### src/riscv_periph_pkg.sv
package riscv_periph_pkg;

  // One payload byte as it enters the transmit path
  typedef logic [7:0] tx_byte_t;

  // FIFO occupancy, wide enough for any depth up to 32768 entries
  typedef logic [15:0] fifo_count_t;

  // Baud divisor and the running baud counter
  typedef logic [19:0] baud_cnt_t;

  // Head of the transmit FIFO as seen by the serializer
  typedef struct packed {
    logic     empty;
    tx_byte_t data;
  } fifo_rd_t;

  // Transmitter status reported at the top level
  typedef struct packed {
    logic busy;
    logic fifo_full;
  } tx_status_t;

  // Serializer frame states, one per kind of bit on the line
  typedef enum logic [2:0] {
    TX_IDLE   = 3'd0,
    TX_START  = 3'd1,
    TX_DATA   = 3'd2,
    TX_PARITY = 3'd3,
    TX_STOP   = 3'd4
  } tx_state_e;

endpackage

### src/riscv_button_debouncer.sv
`timescale 1ns/1ps

module riscv_button_debouncer #(
  parameter int unsigned DEBOUNCE_CYCLES = 65536
) (
  input  logic i_riscv_clk,
  input  logic i_arst_n   ,
  input  logic i_noisy    ,
  output logic o_debounced
);

  // Counter just wide enough to reach DEBOUNCE_CYCLES
  localparam int unsigned CNT_W = $clog2(DEBOUNCE_CYCLES + 1);

  logic             noisy_meta;
  logic             noisy_sync;
  logic [CNT_W-1:0] stable_cnt;
  logic             debounced_q;

  // Two-flop synchronizer for the raw button level
  always_ff @(posedge i_riscv_clk or negedge i_arst_n) begin
    if (!i_arst_n) begin
      noisy_meta <= 1'b0;
      noisy_sync <= 1'b0;
    end else begin
      noisy_meta <= i_noisy;
      noisy_sync <= noisy_meta;
    end
  end

  // The counter only runs while the synchronized input disagrees with the output.
  // Any return to the output value clears it, so a glitch never accumulates
  always_ff @(posedge i_riscv_clk or negedge i_arst_n) begin
    if (!i_arst_n) begin
      stable_cnt  <= '0;
      debounced_q <= 1'b0;
    end else if (noisy_sync != debounced_q) begin
      if (stable_cnt == CNT_W'(DEBOUNCE_CYCLES - 1)) begin
        stable_cnt  <= '0;
        debounced_q <= noisy_sync;
      end else begin
        stable_cnt <= stable_cnt + CNT_W'(1);
      end
    end else begin
      stable_cnt <= '0;
    end
  end

  assign o_debounced = debounced_q;

endmodule

### src/riscv_periph_top.sv
`timescale 1ns/1ps

module riscv_periph_top #(
  parameter int                          FIFO_DEPTH      = 16      ,
  parameter riscv_periph_pkg::baud_cnt_t BAUD_DIVISOR    = 20'd6945,
  parameter logic                        PAR_EN          = 1'b1    ,
  parameter logic                        PAR_TYPE        = 1'b0    ,
  parameter int unsigned                 DEBOUNCE_CYCLES = 65536
) (
  input  logic                         i_riscv_clk         ,
  input  logic                         i_arst_n            ,
  input  logic                         i_tx_valid          ,
  input  riscv_periph_pkg::tx_byte_t   i_tx_data           ,
  input  logic                         i_external_interrupt,
  output logic                         o_tx_serial         ,
  output riscv_periph_pkg::tx_status_t o_tx_status         ,
  output logic                         o_irq_debounced
);

  logic                       rst_n    ;
  riscv_periph_pkg::fifo_rd_t fifo_rd  ;
  logic                       fifo_full;
  logic                       tx_pop   ;
  logic                       baud_run ;
  logic                       bit_tick ;
  logic                       tx_busy  ;

  // All blocks below share the synchronized reset
  riscv_rst_sync u_rst_sync (
    .i_riscv_clk(i_riscv_clk),
    .i_arst_n   (i_arst_n   ),
    .o_rst_n    (rst_n      )
  );

  riscv_button_debouncer #(
    .DEBOUNCE_CYCLES(DEBOUNCE_CYCLES)
  ) u_button_debouncer (
    .i_riscv_clk(i_riscv_clk         ),
    .i_arst_n   (rst_n               ),
    .i_noisy    (i_external_interrupt),
    .o_debounced(o_irq_debounced     )
  );

  // Strobes go straight in, the FIFO drops them while full
  uart_tx_fifo #(
    .FIFO_DEPTH(FIFO_DEPTH)
  ) u_tx_fifo (
    .i_riscv_clk(i_riscv_clk),
    .i_arst_n   (rst_n      ),
    .i_wr_en    (i_tx_valid ),
    .i_wr_data  (i_tx_data  ),
    .i_pop      (tx_pop     ),
    .o_rd       (fifo_rd    ),
    .o_full     (fifo_full  )
  );

  uart_baud_gen #(
    .BAUD_DIVISOR(BAUD_DIVISOR)
  ) u_baud_gen (
    .i_riscv_clk(i_riscv_clk),
    .i_arst_n   (rst_n      ),
    .i_run      (baud_run   ),
    .o_bit_tick (bit_tick   )
  );

  uart_tx_serializer #(
    .PAR_EN  (PAR_EN  ),
    .PAR_TYPE(PAR_TYPE)
  ) u_tx_serializer (
    .i_riscv_clk(i_riscv_clk),
    .i_arst_n   (rst_n      ),
    .i_rd       (fifo_rd    ),
    .i_bit_tick (bit_tick   ),
    .o_pop      (tx_pop     ),
    .o_baud_run (baud_run   ),
    .o_tx_serial(o_tx_serial),
    .o_busy     (tx_busy    )
  );

  assign o_tx_status.busy      = tx_busy;
  assign o_tx_status.fifo_full = fifo_full;

endmodule

### src/riscv_rst_sync.sv
`timescale 1ns/1ps

module riscv_rst_sync (
  input  logic i_riscv_clk,
  input  logic i_arst_n   ,
  output logic o_rst_n
);

  logic rst_meta;
  logic rst_q   ;

  // Assert at once on the falling reset, release two clock edges later
  always_ff @(posedge i_riscv_clk or negedge i_arst_n) begin
    if (!i_arst_n) begin
      rst_meta <= 1'b0;
      rst_q    <= 1'b0;
    end else begin
      rst_meta <= 1'b1;
      rst_q    <= rst_meta;
    end
  end

  assign o_rst_n = rst_q;

endmodule

### src/uart_baud_gen.sv
`timescale 1ns/1ps

module uart_baud_gen #(
  parameter riscv_periph_pkg::baud_cnt_t BAUD_DIVISOR = 20'd6945
) (
  input  logic i_riscv_clk,
  input  logic i_arst_n   ,
  input  logic i_run      ,
  output logic o_bit_tick
);

  riscv_periph_pkg::baud_cnt_t baud_cnt;
  logic                        cnt_last;

  assign cnt_last = (baud_cnt == BAUD_DIVISOR - riscv_periph_pkg::baud_cnt_t'(1));

  // Held at zero while idle so each frame starts with a full bit period
  always_ff @(posedge i_riscv_clk or negedge i_arst_n) begin
    if (!i_arst_n) begin
      baud_cnt <= '0;
    end else if (!i_run || cnt_last) begin
      baud_cnt <= '0;
    end else begin
      baud_cnt <= baud_cnt + riscv_periph_pkg::baud_cnt_t'(1);
    end
  end

  assign o_bit_tick = i_run & cnt_last;

endmodule

### src/uart_tx_fifo.sv
`timescale 1ns/1ps

module uart_tx_fifo #(
  parameter int FIFO_DEPTH = 16
) (
  input  logic                         i_riscv_clk,
  input  logic                         i_arst_n   ,
  input  logic                         i_wr_en    ,
  input  riscv_periph_pkg::tx_byte_t   i_wr_data  ,
  input  logic                         i_pop      ,
  output riscv_periph_pkg::fifo_rd_t   o_rd       ,
  output logic                         o_full
);

  localparam int PTR_W = $clog2(FIFO_DEPTH);

  riscv_periph_pkg::tx_byte_t    mem [FIFO_DEPTH];
  logic [PTR_W-1:0]              wr_ptr;
  logic [PTR_W-1:0]              rd_ptr;
  riscv_periph_pkg::fifo_count_t count ;
  logic                          full  ;
  logic                          empty ;
  logic                          do_wr ;
  logic                          do_rd ;

  assign full  = (count == riscv_periph_pkg::fifo_count_t'(FIFO_DEPTH));
  assign empty = (count == '0);

  // Writes into a full FIFO are dropped here
  assign do_wr = i_wr_en & ~full;
  assign do_rd = i_pop & ~empty;

  // Storage array
  always_ff @(posedge i_riscv_clk) begin
    if (do_wr) begin
      mem[wr_ptr] <= i_wr_data;
    end
  end

  // Pointers wrap naturally since the depth is a power of two
  always_ff @(posedge i_riscv_clk or negedge i_arst_n) begin
    if (!i_arst_n) begin
      wr_ptr <= '0;
      rd_ptr <= '0;
      count  <= '0;
    end else begin
      if (do_wr) begin
        wr_ptr <= wr_ptr + PTR_W'(1);
      end
      if (do_rd) begin
        rd_ptr <= rd_ptr + PTR_W'(1);
      end
      case ({do_wr, do_rd})
        2'b10:   count <= count + riscv_periph_pkg::fifo_count_t'(1);
        2'b01:   count <= count - riscv_periph_pkg::fifo_count_t'(1);
        default: count <= count;
      endcase
    end
  end

  // Head of queue is presented without a read latency
  assign o_rd.empty = empty;
  assign o_rd.data  = mem[rd_ptr];
  assign o_full     = full;

endmodule

### src/uart_tx_serializer.sv
`timescale 1ns/1ps

module uart_tx_serializer #(
  parameter logic PAR_EN   = 1'b1,
  parameter logic PAR_TYPE = 1'b0
) (
  input  logic                       i_riscv_clk,
  input  logic                       i_arst_n   ,
  input  riscv_periph_pkg::fifo_rd_t i_rd       ,
  input  logic                       i_bit_tick ,
  output logic                       o_pop      ,
  output logic                       o_baud_run ,
  output logic                       o_tx_serial,
  output logic                       o_busy
);

  riscv_periph_pkg::tx_state_e state_q ;
  riscv_periph_pkg::tx_byte_t  shift_q ;
  logic                        parity_q;
  logic [2:0]                  bit_idx ;
  logic                        tx_line ;
  logic                        pop     ;
  logic                        shift_en;

  // Pop as soon as the line is idle and a byte is waiting
  assign pop = (state_q == riscv_periph_pkg::TX_IDLE) & ~i_rd.empty;

  // Each start or data tick puts the next data bit on the line
  assign shift_en = i_bit_tick & ((state_q == riscv_periph_pkg::TX_START) |
                                  (state_q == riscv_periph_pkg::TX_DATA));

  // Byte and parity are captured on the pop, then shifted out LSB first
  always_ff @(posedge i_riscv_clk) begin
    if (pop) begin
      shift_q  <= i_rd.data;
      parity_q <= (^i_rd.data) ^ PAR_TYPE;
    end else if (shift_en) begin
      shift_q <= shift_q >> 1;
    end
  end

  // The line value is registered together with the state, so it changes on the
  // same edge as the tick that ends the previous bit
  always_ff @(posedge i_riscv_clk or negedge i_arst_n) begin
    if (!i_arst_n) begin
      state_q <= riscv_periph_pkg::TX_IDLE;
      bit_idx <= '0;
      tx_line <= 1'b1;
    end else begin
      case (state_q)
        riscv_periph_pkg::TX_IDLE: begin
          if (pop) begin
            state_q <= riscv_periph_pkg::TX_START;
            tx_line <= 1'b0;
          end
        end
        riscv_periph_pkg::TX_START: begin
          if (i_bit_tick) begin
            state_q <= riscv_periph_pkg::TX_DATA;
            bit_idx <= '0;
            tx_line <= shift_q[0];
          end
        end
        riscv_periph_pkg::TX_DATA: begin
          if (i_bit_tick) begin
            if (bit_idx == 3'd7) begin
              if (PAR_EN) begin
                state_q <= riscv_periph_pkg::TX_PARITY;
                tx_line <= parity_q;
              end else begin
                state_q <= riscv_periph_pkg::TX_STOP;
                tx_line <= 1'b1;
              end
            end else begin
              bit_idx <= bit_idx + 3'd1;
              tx_line <= shift_q[0];
            end
          end
        end
        riscv_periph_pkg::TX_PARITY: begin
          if (i_bit_tick) begin
            state_q <= riscv_periph_pkg::TX_STOP;
            tx_line <= 1'b1;
          end
        end
        riscv_periph_pkg::TX_STOP: begin
          // Line is already high, the frame ends with this tick
          if (i_bit_tick) begin
            state_q <= riscv_periph_pkg::TX_IDLE;
          end
        end
        default: begin
          state_q <= riscv_periph_pkg::TX_IDLE;
          tx_line <= 1'b1;
        end
      endcase
    end
  end

  assign o_pop       = pop;
  assign o_baud_run  = (state_q != riscv_periph_pkg::TX_IDLE);
  assign o_busy      = (state_q != riscv_periph_pkg::TX_IDLE);
  assign o_tx_serial = tx_line;

endmodule
### config.mk
export PLATFORM = sky130hd
export DESIGN_NAME = riscv_periph_top
export DESIGN_NICKNAME = d
export VERILOG_FILES = /design/src/riscv_periph_pkg.sv /design/src/riscv_button_debouncer.sv /design/src/riscv_periph_top.sv /design/src/riscv_rst_sync.sv /design/src/uart_baud_gen.sv /design/src/uart_tx_fifo.sv /design/src/uart_tx_serializer.sv
export SDC_FILE = /design/constraint.sdc
export NUM_CORES = 1
export LEC_CHECK = 0
export BUFFER_PORTS_ARGS = -buffer_cell sky130_fd_sc_hd__buf_4
export CELL_PAD_IN_SITES_DETAIL_PLACEMENT = 1
export CELL_PAD_IN_SITES_GLOBAL_PLACEMENT = 1
export CORE_ASPECT_RATIO = 1.2
export CORE_MARGIN = 2
export CORE_UTILIZATION = 30
export CTS_CLUSTER_SIZE = 20
export DETAILED_ROUTE_END_ITERATION = 8
export GPL_TIMING_DRIVEN = 0
export PLACE_DENSITY_LB_ADDON = 0.3
export SLEW_MARGIN = 20
export SYNTH_ARGS = -nofsm -noshare
export SYNTH_HDL_FRONTEND = slang
export SYNTH_SLANG_ARGS = --single-unit
### constraint.sdc
create_clock -name i_riscv_clk -period 2.22 [get_ports i_riscv_clk]
set_input_delay 0.111 -clock i_riscv_clk [delete_from_list [all_inputs] [get_ports i_riscv_clk]]
set_output_delay 0.111 -clock i_riscv_clk [all_outputs]
set_load 0.05 [all_outputs]
# Word level (Yosys, flattened, before mapping)
# Memories as Yosys holds them, arrays and structs flattened.
# Index checks and enable logic that the tools add are counted.
[word_totals]
regBits = 82
ram_bits = 128
input_bits = 12
elab_cells = 87
n_memories = 1
[op_classes]
addsub = 7
n_eq_ne = 18
n_mux = 24
n_bitwise = 9
reduce_logical = 13
[mem_list]
columns = ["name", "depth", "word_bits", "read_ports", "rd_ports_with_merged_regs", "wr", "line", "text"]
rows = [
  ["u_tx_fifo.mem", 16, 8, 1, 0, 1, "uart_tx_fifo.sv:17", "riscv_periph_pkg::tx_byte_t mem [FIFO_DEPTH];"],
]
[op_table]
columns = ["operator", "count"]
rows = [
  ["$mux 17", 2],
  ["$pmux 16 s2", 1],
  ["$mux 3", 8],
  ["$add 20x1->20 const B", 1],
  ["$eq 20x13->1 const B", 1],
  ["$mux 20", 1],
  ["$add 17x1->17 const B", 1],
  ["$eq 17x16->1 const B", 1],
  ["$add 16x1->16 const B", 1],
  ["$eq 16x5->1 const B", 1],
  ["$logic_not 16->1", 1],
  ["$mux 8", 2],
  ["$sub 16x1->16 const B", 1],
  ["$pmux 3 s5", 1],
  ["$add 4x1->4 const B", 2],
  ["$ne 2x1->1 const B", 4],
  ["$reduce_xor 8->1", 1],
  ["$mux 1", 7],
  ["$eq 3x2->1 const B", 2],
  ["$eq 3x3->1 const B", 2],
  ["$ne 2x2->1 const B", 3],
  ["$pmux 3 s2", 1],
  ["$reduce_and 6->1", 1],
  ["$reduce_bool 2->1", 3],
  ["other kinds (16)", 22],
]

# Logic depth before layout (Yosys ltp)
[logic_depth]
ltp_word = 6
ltp_mapped = 17
depth_no_buf = 16

# Cells and area by module
# Synthesis repeated with hierarchy kept, for this count alone.
[unflattened]
cells_unflattened = 664
hier_area_um2 = 9593.0
[modules_own_cells]
columns = ["module", "instances", "cells_each", "area_each_um2", "seq_area_each_um2"]
rows = [
  ["uart_tx_fifo", 1, 393, 6665.1, 4444.3],
  ["uart_baud_gen", 1, 110, 1087.3, 500.5],
  ["riscv_button_debouncer", 1, 87, 918.4, 500.5],
  ["uart_tx_serializer", 1, 69, 853.3, 446.7],
  ["riscv_rst_sync", 1, 3, 53.8, 50.0],
  ["riscv_periph_top", 1, 2, 15.0, 0.0],
]

# Least setup slack after synthesis
# Ideal clock, no wire load.
[synth_timing]
path_kind = "reg-to-reg"
start = "register u_tx_serializer.state_q[1]"
end = "register u_tx_fifo.count[10]"
setup_ns = 0.120
t_arrival_ns = 3.800
required_ns = 2.100
setup_slack_ns = -1.700
path_stages_with_launch = 16
n_path_buf = 3
period_less_slack_ns = 3.920
path_cell_list = "dfrtp_1 clkbuf_1 or3_1 clkbuf_1 nor2_1 clkbuf_1 ha_1 ha_1 nor2b_1 o21ai_0 a21oi_1 o21bai_1 a21boi_1 o21ai_0 or3b_1 a31o_2"
[synth_via]
elab_chain_cells = 5
[synth_lines]
columns = ["element", "line", "text"]
rows = [
  ["start: declaration", "uart_tx_serializer.sv:17", "riscv_periph_pkg::tx_state_e state_q ;"],
  ["start signal: assignment", "uart_tx_serializer.sv:46", "state_q <= riscv_periph_pkg::TX_IDLE;"],
  ["start signal: assignment", "uart_tx_serializer.sv:53", "state_q <= riscv_periph_pkg::TX_START;"],
  ["start signal: assignment", "uart_tx_serializer.sv:59", "state_q <= riscv_periph_pkg::TX_DATA;"],
  ["$logic_not 3->1 *", "uart_tx_serializer.sv:26", "assign pop = (state_q == riscv_periph_pkg::TX_IDLE) & ~i_rd.empty;"],
  ["$and 1x1->1 *", "uart_tx_serializer.sv:26", ""],
  ["via tx_pop", "riscv_periph_top.sv:23", "logic tx_pop ;"],
  ["$and 1x1->1 *", "uart_tx_fifo.sv:31", "assign do_rd = i_pop & ~empty;"],
  ["$eq 2x1->1 / $eq 2x2->1 (equally long branches)", "uart_tx_fifo.sv:53", "case ({do_wr, do_rd})"],
  ["$pmux 16 s2 / $reduce_bool 2->1 (equally long branches)", "n/a", ""],
  ["end signal: assignment", "uart_tx_fifo.sv:54", "2'b10: count <= count + riscv_periph_pkg::fifo_count_t'(1);"],
  ["end signal: assignment", "uart_tx_fifo.sv:55", "2'b01: count <= count - riscv_periph_pkg::fifo_count_t'(1);"],
  ["end signal: assignment", "uart_tx_fifo.sv:56", "default: count <= count;"],
  ["end: declaration", "uart_tx_fifo.sv:20", "riscv_periph_pkg::fifo_count_t count ;"],
]
# Mark *: on every way through the listed nets, which the timed path passes. The rest lies on a longest branch.
# A chain may end at the register's enable or synchronous reset.

# Worst setup path after layout
[layout_timing]
start = "register u_tx_fifo.count[10]"
end = "register u_tx_fifo.count[14]"
[layout_via]
elab_chain_cells = 6
[layout_lines]
columns = ["element"]
rows = [
  ["parallel branches: the longest is 6 deep, another holds $sub 16x1->16"],
]
# Parallel ways; which one is timed is not known.

==> results.md <==
- The run finished, with violations left.
- The final reports fail on negative setup slack.
- The share of total power dissipated in combinational logic is 0.217.
- The number of enable flip-flop cells after synthesis is about 140.
- In this run the static leakage power is ~4.6 nW.
- The cell sitting at the root of the clock tree is a sky130_fd_sc_hd__clkbuf_16.
- In the layout the commonest cells are sky130_fd_sc_hd__edfxtp_1, sky130_fd_sc_hd__buf_4, sky130_fd_sc_hd__dfrtp_1, sky130_fd_sc_hd__nor2_1, sky130_fd_sc_hd__nand2_1.
- Input and output buffers added on the ports amount to 15.
- The final period demand of the worst path is between 3000 and 4000 ps.
- Walking the worst path, the cells encountered are or3_4 > or3_4 > and2_4 > inv_4 > ha_4 > inv_4 > fa_2 > nor2b_4 > o21ai_4 > a21oi_2 > o21bai_2 > a21boi_4 > o311ai_4 > and3_1 > o31ai_1.
- The top cell family by delay on the critical path is simple AND/OR/NAND/NOR gates.
- In this run the horizontal extent of the chip is 166 um.
- The instance count of the mapped netlist is 676.
- The detailed-route vias per instance is 4.86.
- The path class of the tightest hold or removal check is in2reg.
- Setup repair after global routing could not meet its margin everywhere.
- The largest individual stage delay along the critical path comes from the cell sky130_fd_sc_hd__dfrtp_2.
- The layout net count is around 830.
- The internal power summed over all cells is approximately 8.3 mW.
- The count of vias placed by the detailed router is approximately 6000.
- The number of rows created at floorplan is 71.
- The critical path in this run is classified as reg2reg.
- In this run the power spent charging and discharging nets is 3.18 mW.
- The half-perimeter wire length of the detailed placement result is 13700 um.
- The setup TNS is -14970 ps.
- Of the available clock period, the critical path in the final layout requires 1.57.
- From bottom edge to top edge, the die measures 198 um.
- The clock network latency to the later pin of the worst-skew pair is around 540 ps.
- The floorplan step defined a die boundary enclosing 32900 um^2.
- The startpoint type of the worst setup path is a flop.
- The post-synthesis net count is roughly 700.
- The post-synthesis instance area is 9440 um^2.
- The congestion estimate from routability-driven global placement came to ~0.72.
- The wire length of the first global-routing pass is 34600 um.
- The via count of the first global-routing pass is 6168.
- The TritonCTS clock tree is built.
- The maximum vdd ir drop is 0.606 mV.
- Across every metal layer, demand over resource in global routing totals 0.132.
- The final routed DRC violation total is 0.
- The number of clock sinks is 210.
- After floorplanning, the core was sized to cover a little over 30000 um^2.
- The worst setup margin is -1260 ps.
- The first TritonRoute pass finished after 4 iterations.
- The most frequent standard cell in the layout excluding fill and tap cells is sky130_fd_sc_hd__edfxtp_1.
- The final cell count without fillers is 1207.
- The critical-path maximum fanout is 6.
- After synthesis, the share of flip-flops with an asynchronous set or reset is 0.348.
- The average detailed-routed wire length per instance is around 18 um.
- The number of antenna repair diodes is 0.
- Counting distinct cell types in the post-synthesis netlist gives 63.
- The critical path contains buffers and inverters numbering 2 combined.
- The number of pins with negative max-slew slack in the final report came to 0.
- The initial antenna violation count was 0.
- The first-iteration detailed-routing DRC count is 305.
- In this run the number of H-tree levels came out at 1.
- Clock-pin slew was measured on the worst setup and hold paths at 60 ps.
- After detailed routing, the total wire length is roughly 22000 um.
- Buffers inserted during clock tree synthesis total 24.
- In the final layout, the share of cells above drive strength 1 is 0.341.
- The required time of the critical path is between 2000 and 3000 ps.
- On the worst path, the slowest cell contributes a delay of 420 ps.
- Measured against its own limit, the worst slew margin works out to 0.543.
- For this run the aggregate overflow at the end of global routing stands at 0.
- The share of total power dissipated in sequential elements is 0.426.
- The share of the Yosys chip area taken by registers is 0.629.
- The arrival time at the worst endpoint is 3900 ps.
- Of the total power, the share spent switching nets is 0.276.
- The count of nets left with antenna violations once routing finished came out at 0.
- The tool flagged a number of max-cap violations equal to 0.
- Prior to clock tree synthesis, the placed netlist has a worst setup slack of -1860 ps.
- The instance count after placement with tap cells included is approximately 1100.
- STA classifies the critical path endpoint as a flop.
- In this run, synthesis produced a sequential element count of 210.
- The final hold violation count came to 0.
- The initial utilization of the core area, before any placement, comes to 0.303.
- Of the total power, the clock network draws 0.357.
- From synthesis to final layout, the design area changed by 31.6%.
- The maximum frequency from static timing analysis is 288 MHz.
- At the pin with the least slew margin, the transition time is 686 ps.
- Power comes to roughly 12 mW.
- Each instance of the synthesized netlist takes up on average 14.0 um^2.
- Among all flip-flop cells after synthesis, the most frequent one is sky130_fd_sc_hd__edfxtp_1.
- The total power per unit cell area is 926 nW/um^2.
- Between clock sinks in the finished design, the worst skew comes to 33.6 ps.
- The number of synthesis warnings is 0.
- The clock passes through at most 3 buffers.
- In this run the count of I/O pins placed on the die edge is 16.
- Entering global routing, the biggest net connects 43 pins.
- The total of endpoints with negative setup slack in the final report is 75.
kinds of logic (layout without fill, tap and decap cells):
group	count (synthesis)	count (layout)	share of synthesized area
adder cells (fa/ha/maj)	26	26	0.0353
buffers and inverters	45	175	0.0247
XOR/XNOR	52	52	0.0498
AND/OR/NAND/NOR	199	199	0.100
flip-flops	210	210	0.629
AO/OA/AOI/OAI	87	87	0.0612
other	1	1	0.000397
multiplexers	56	56	0.0987
cells in the mapped netlist, types with 7 or more instances:
library cell               count  area, um^2
sky130_fd_sc_hd__and3_1       13        81.3
sky130_fd_sc_hd__inv_1        20        75.1
sky130_fd_sc_hd__clkbuf_1     14        52.6
sky130_fd_sc_hd__nor2_1       70         263
sky130_fd_sc_hd__nand4_1       9        56.3
sky130_fd_sc_hd__nand3_1      19        95.1
sky130_fd_sc_hd__xor2_1       27         236
sky130_fd_sc_hd__xnor2_1      23         201
sky130_fd_sc_hd__mux4_2       27         608
sky130_fd_sc_hd__nand2_1      39         146
sky130_fd_sc_hd__ha_1         25         313
sky130_fd_sc_hd__nor3_1       14        70.1
sky130_fd_sc_hd__or3_1         7        43.8
sky130_fd_sc_hd__mux2i_1      14         140
sky130_fd_sc_hd__o21ai_0      20         100
sky130_fd_sc_hd__a21oi_1      14        70.1
sky130_fd_sc_hd__dfrtp_1      72        1800
sky130_fd_sc_hd__mux2_2       12         135
sky130_fd_sc_hd__edfxtp_1    137        4110
state kept, by name (all words and copies together) (netlist names):
signal and cells:
u_tx_fifo.rd_ptr 4, u_tx_fifo.wr_ptr 4, u_tx_serializer.parity_q 1, u_tx_serializer.shift_q 8, u_tx_serializer.o_tx_serial 1, u_button_debouncer.stable_cnt 17
u_button_debouncer.o_debounced 1, u_rst_sync.o_rst_n 1, u_button_debouncer.noisy_meta 1, u_tx_serializer.state_q 3, u_tx_serializer.bit_idx 3, u_tx_fifo.mem 128
u_tx_fifo.count 16, u_rst_sync.rst_meta 1, u_button_debouncer.noisy_sync 1, u_baud_gen.baud_cnt 20
metrics by stage:
step	instance area, um^2	util	hold WS [ps]
4_1_cts	12100	0.388	233
5_1_grt	12400	0.398	222
2_1_floorplan	9520	-	-185
6_report	12400	0.398	200
3_3_place_gp	10100	0.325	-106
3_5_place_dp	10200	0.328	-105
timing repair:
action                                 in CTS  in global routing
hold buffers                               11                  0
cloned                                      3                  0
endpoints found under the hold margin     131                  0
setup endpoints to repair                 201                190
pin swaps                                  31                 56
gates resized for setup                   128                 47
setup buffers                              37                 24
per-layer routing:
metal	track usage	wire length [um]
met1	0.165	9320
met4	0.0361	449
met2	0.239	11300
met5	0	0
met3	0.0202	620
worst min-delay path: cells and delay by family:
family / cells / cell delay, ps
AOI/OAI and AO/OA: 1 / 80
buffers and inverters: 3 / 350
and+or+nand+nor: 1 / 150
power by group through the flow:
| stage | Combinational, mW | Clock, mW | Sequential [mW] |
|---|---|---|---|
| after CTS | 2.30 | 4.20 | 4.90 |
| after global routing | 2.74 | 4.35 | 4.95 |
| final | 2.49 | 4.10 | 4.90 |
| after floorplan | 1.25 | 0 | 4.87 |
| after detailed placement | 1.72 | 0 | 4.95 |
| after global placement | 1.64 | 0 | 4.95 |
worst paths after layout:
kind,from,endpoint,slack (ps),cells after the start
setup reg to reg,u_tx_fifo.count[10],u_tx_fifo.count[14],-1260,15
setup / recovery,u_tx_fifo.count[10],u_tx_fifo.count[14],-1260,15
hold reg to reg,u_rst_sync.o_rst_n,u_tx_fifo.rd_ptr[3],270,0
min in group asynchronous,u_rst_sync.o_rst_n,u_tx_fifo.rd_ptr[3],270,0
hold / removal,i_tx_valid,u_tx_fifo.wr_ptr[1],200,5
max in group asynchronous,u_rst_sync.o_rst_n,u_tx_fifo.count[0],1350,1
area by class of cell:
type	count	area, um^2
buffer	21	213
clock buffer	28	626
clock inverter	15	195
fill	3182	18800
inverter	20	80.1
multi-input combinational	421	3980
sequential	210	5950
tap	401	502
timing repair buffer	91	872
Note: power is estimated with default switching activity, not from simulation.
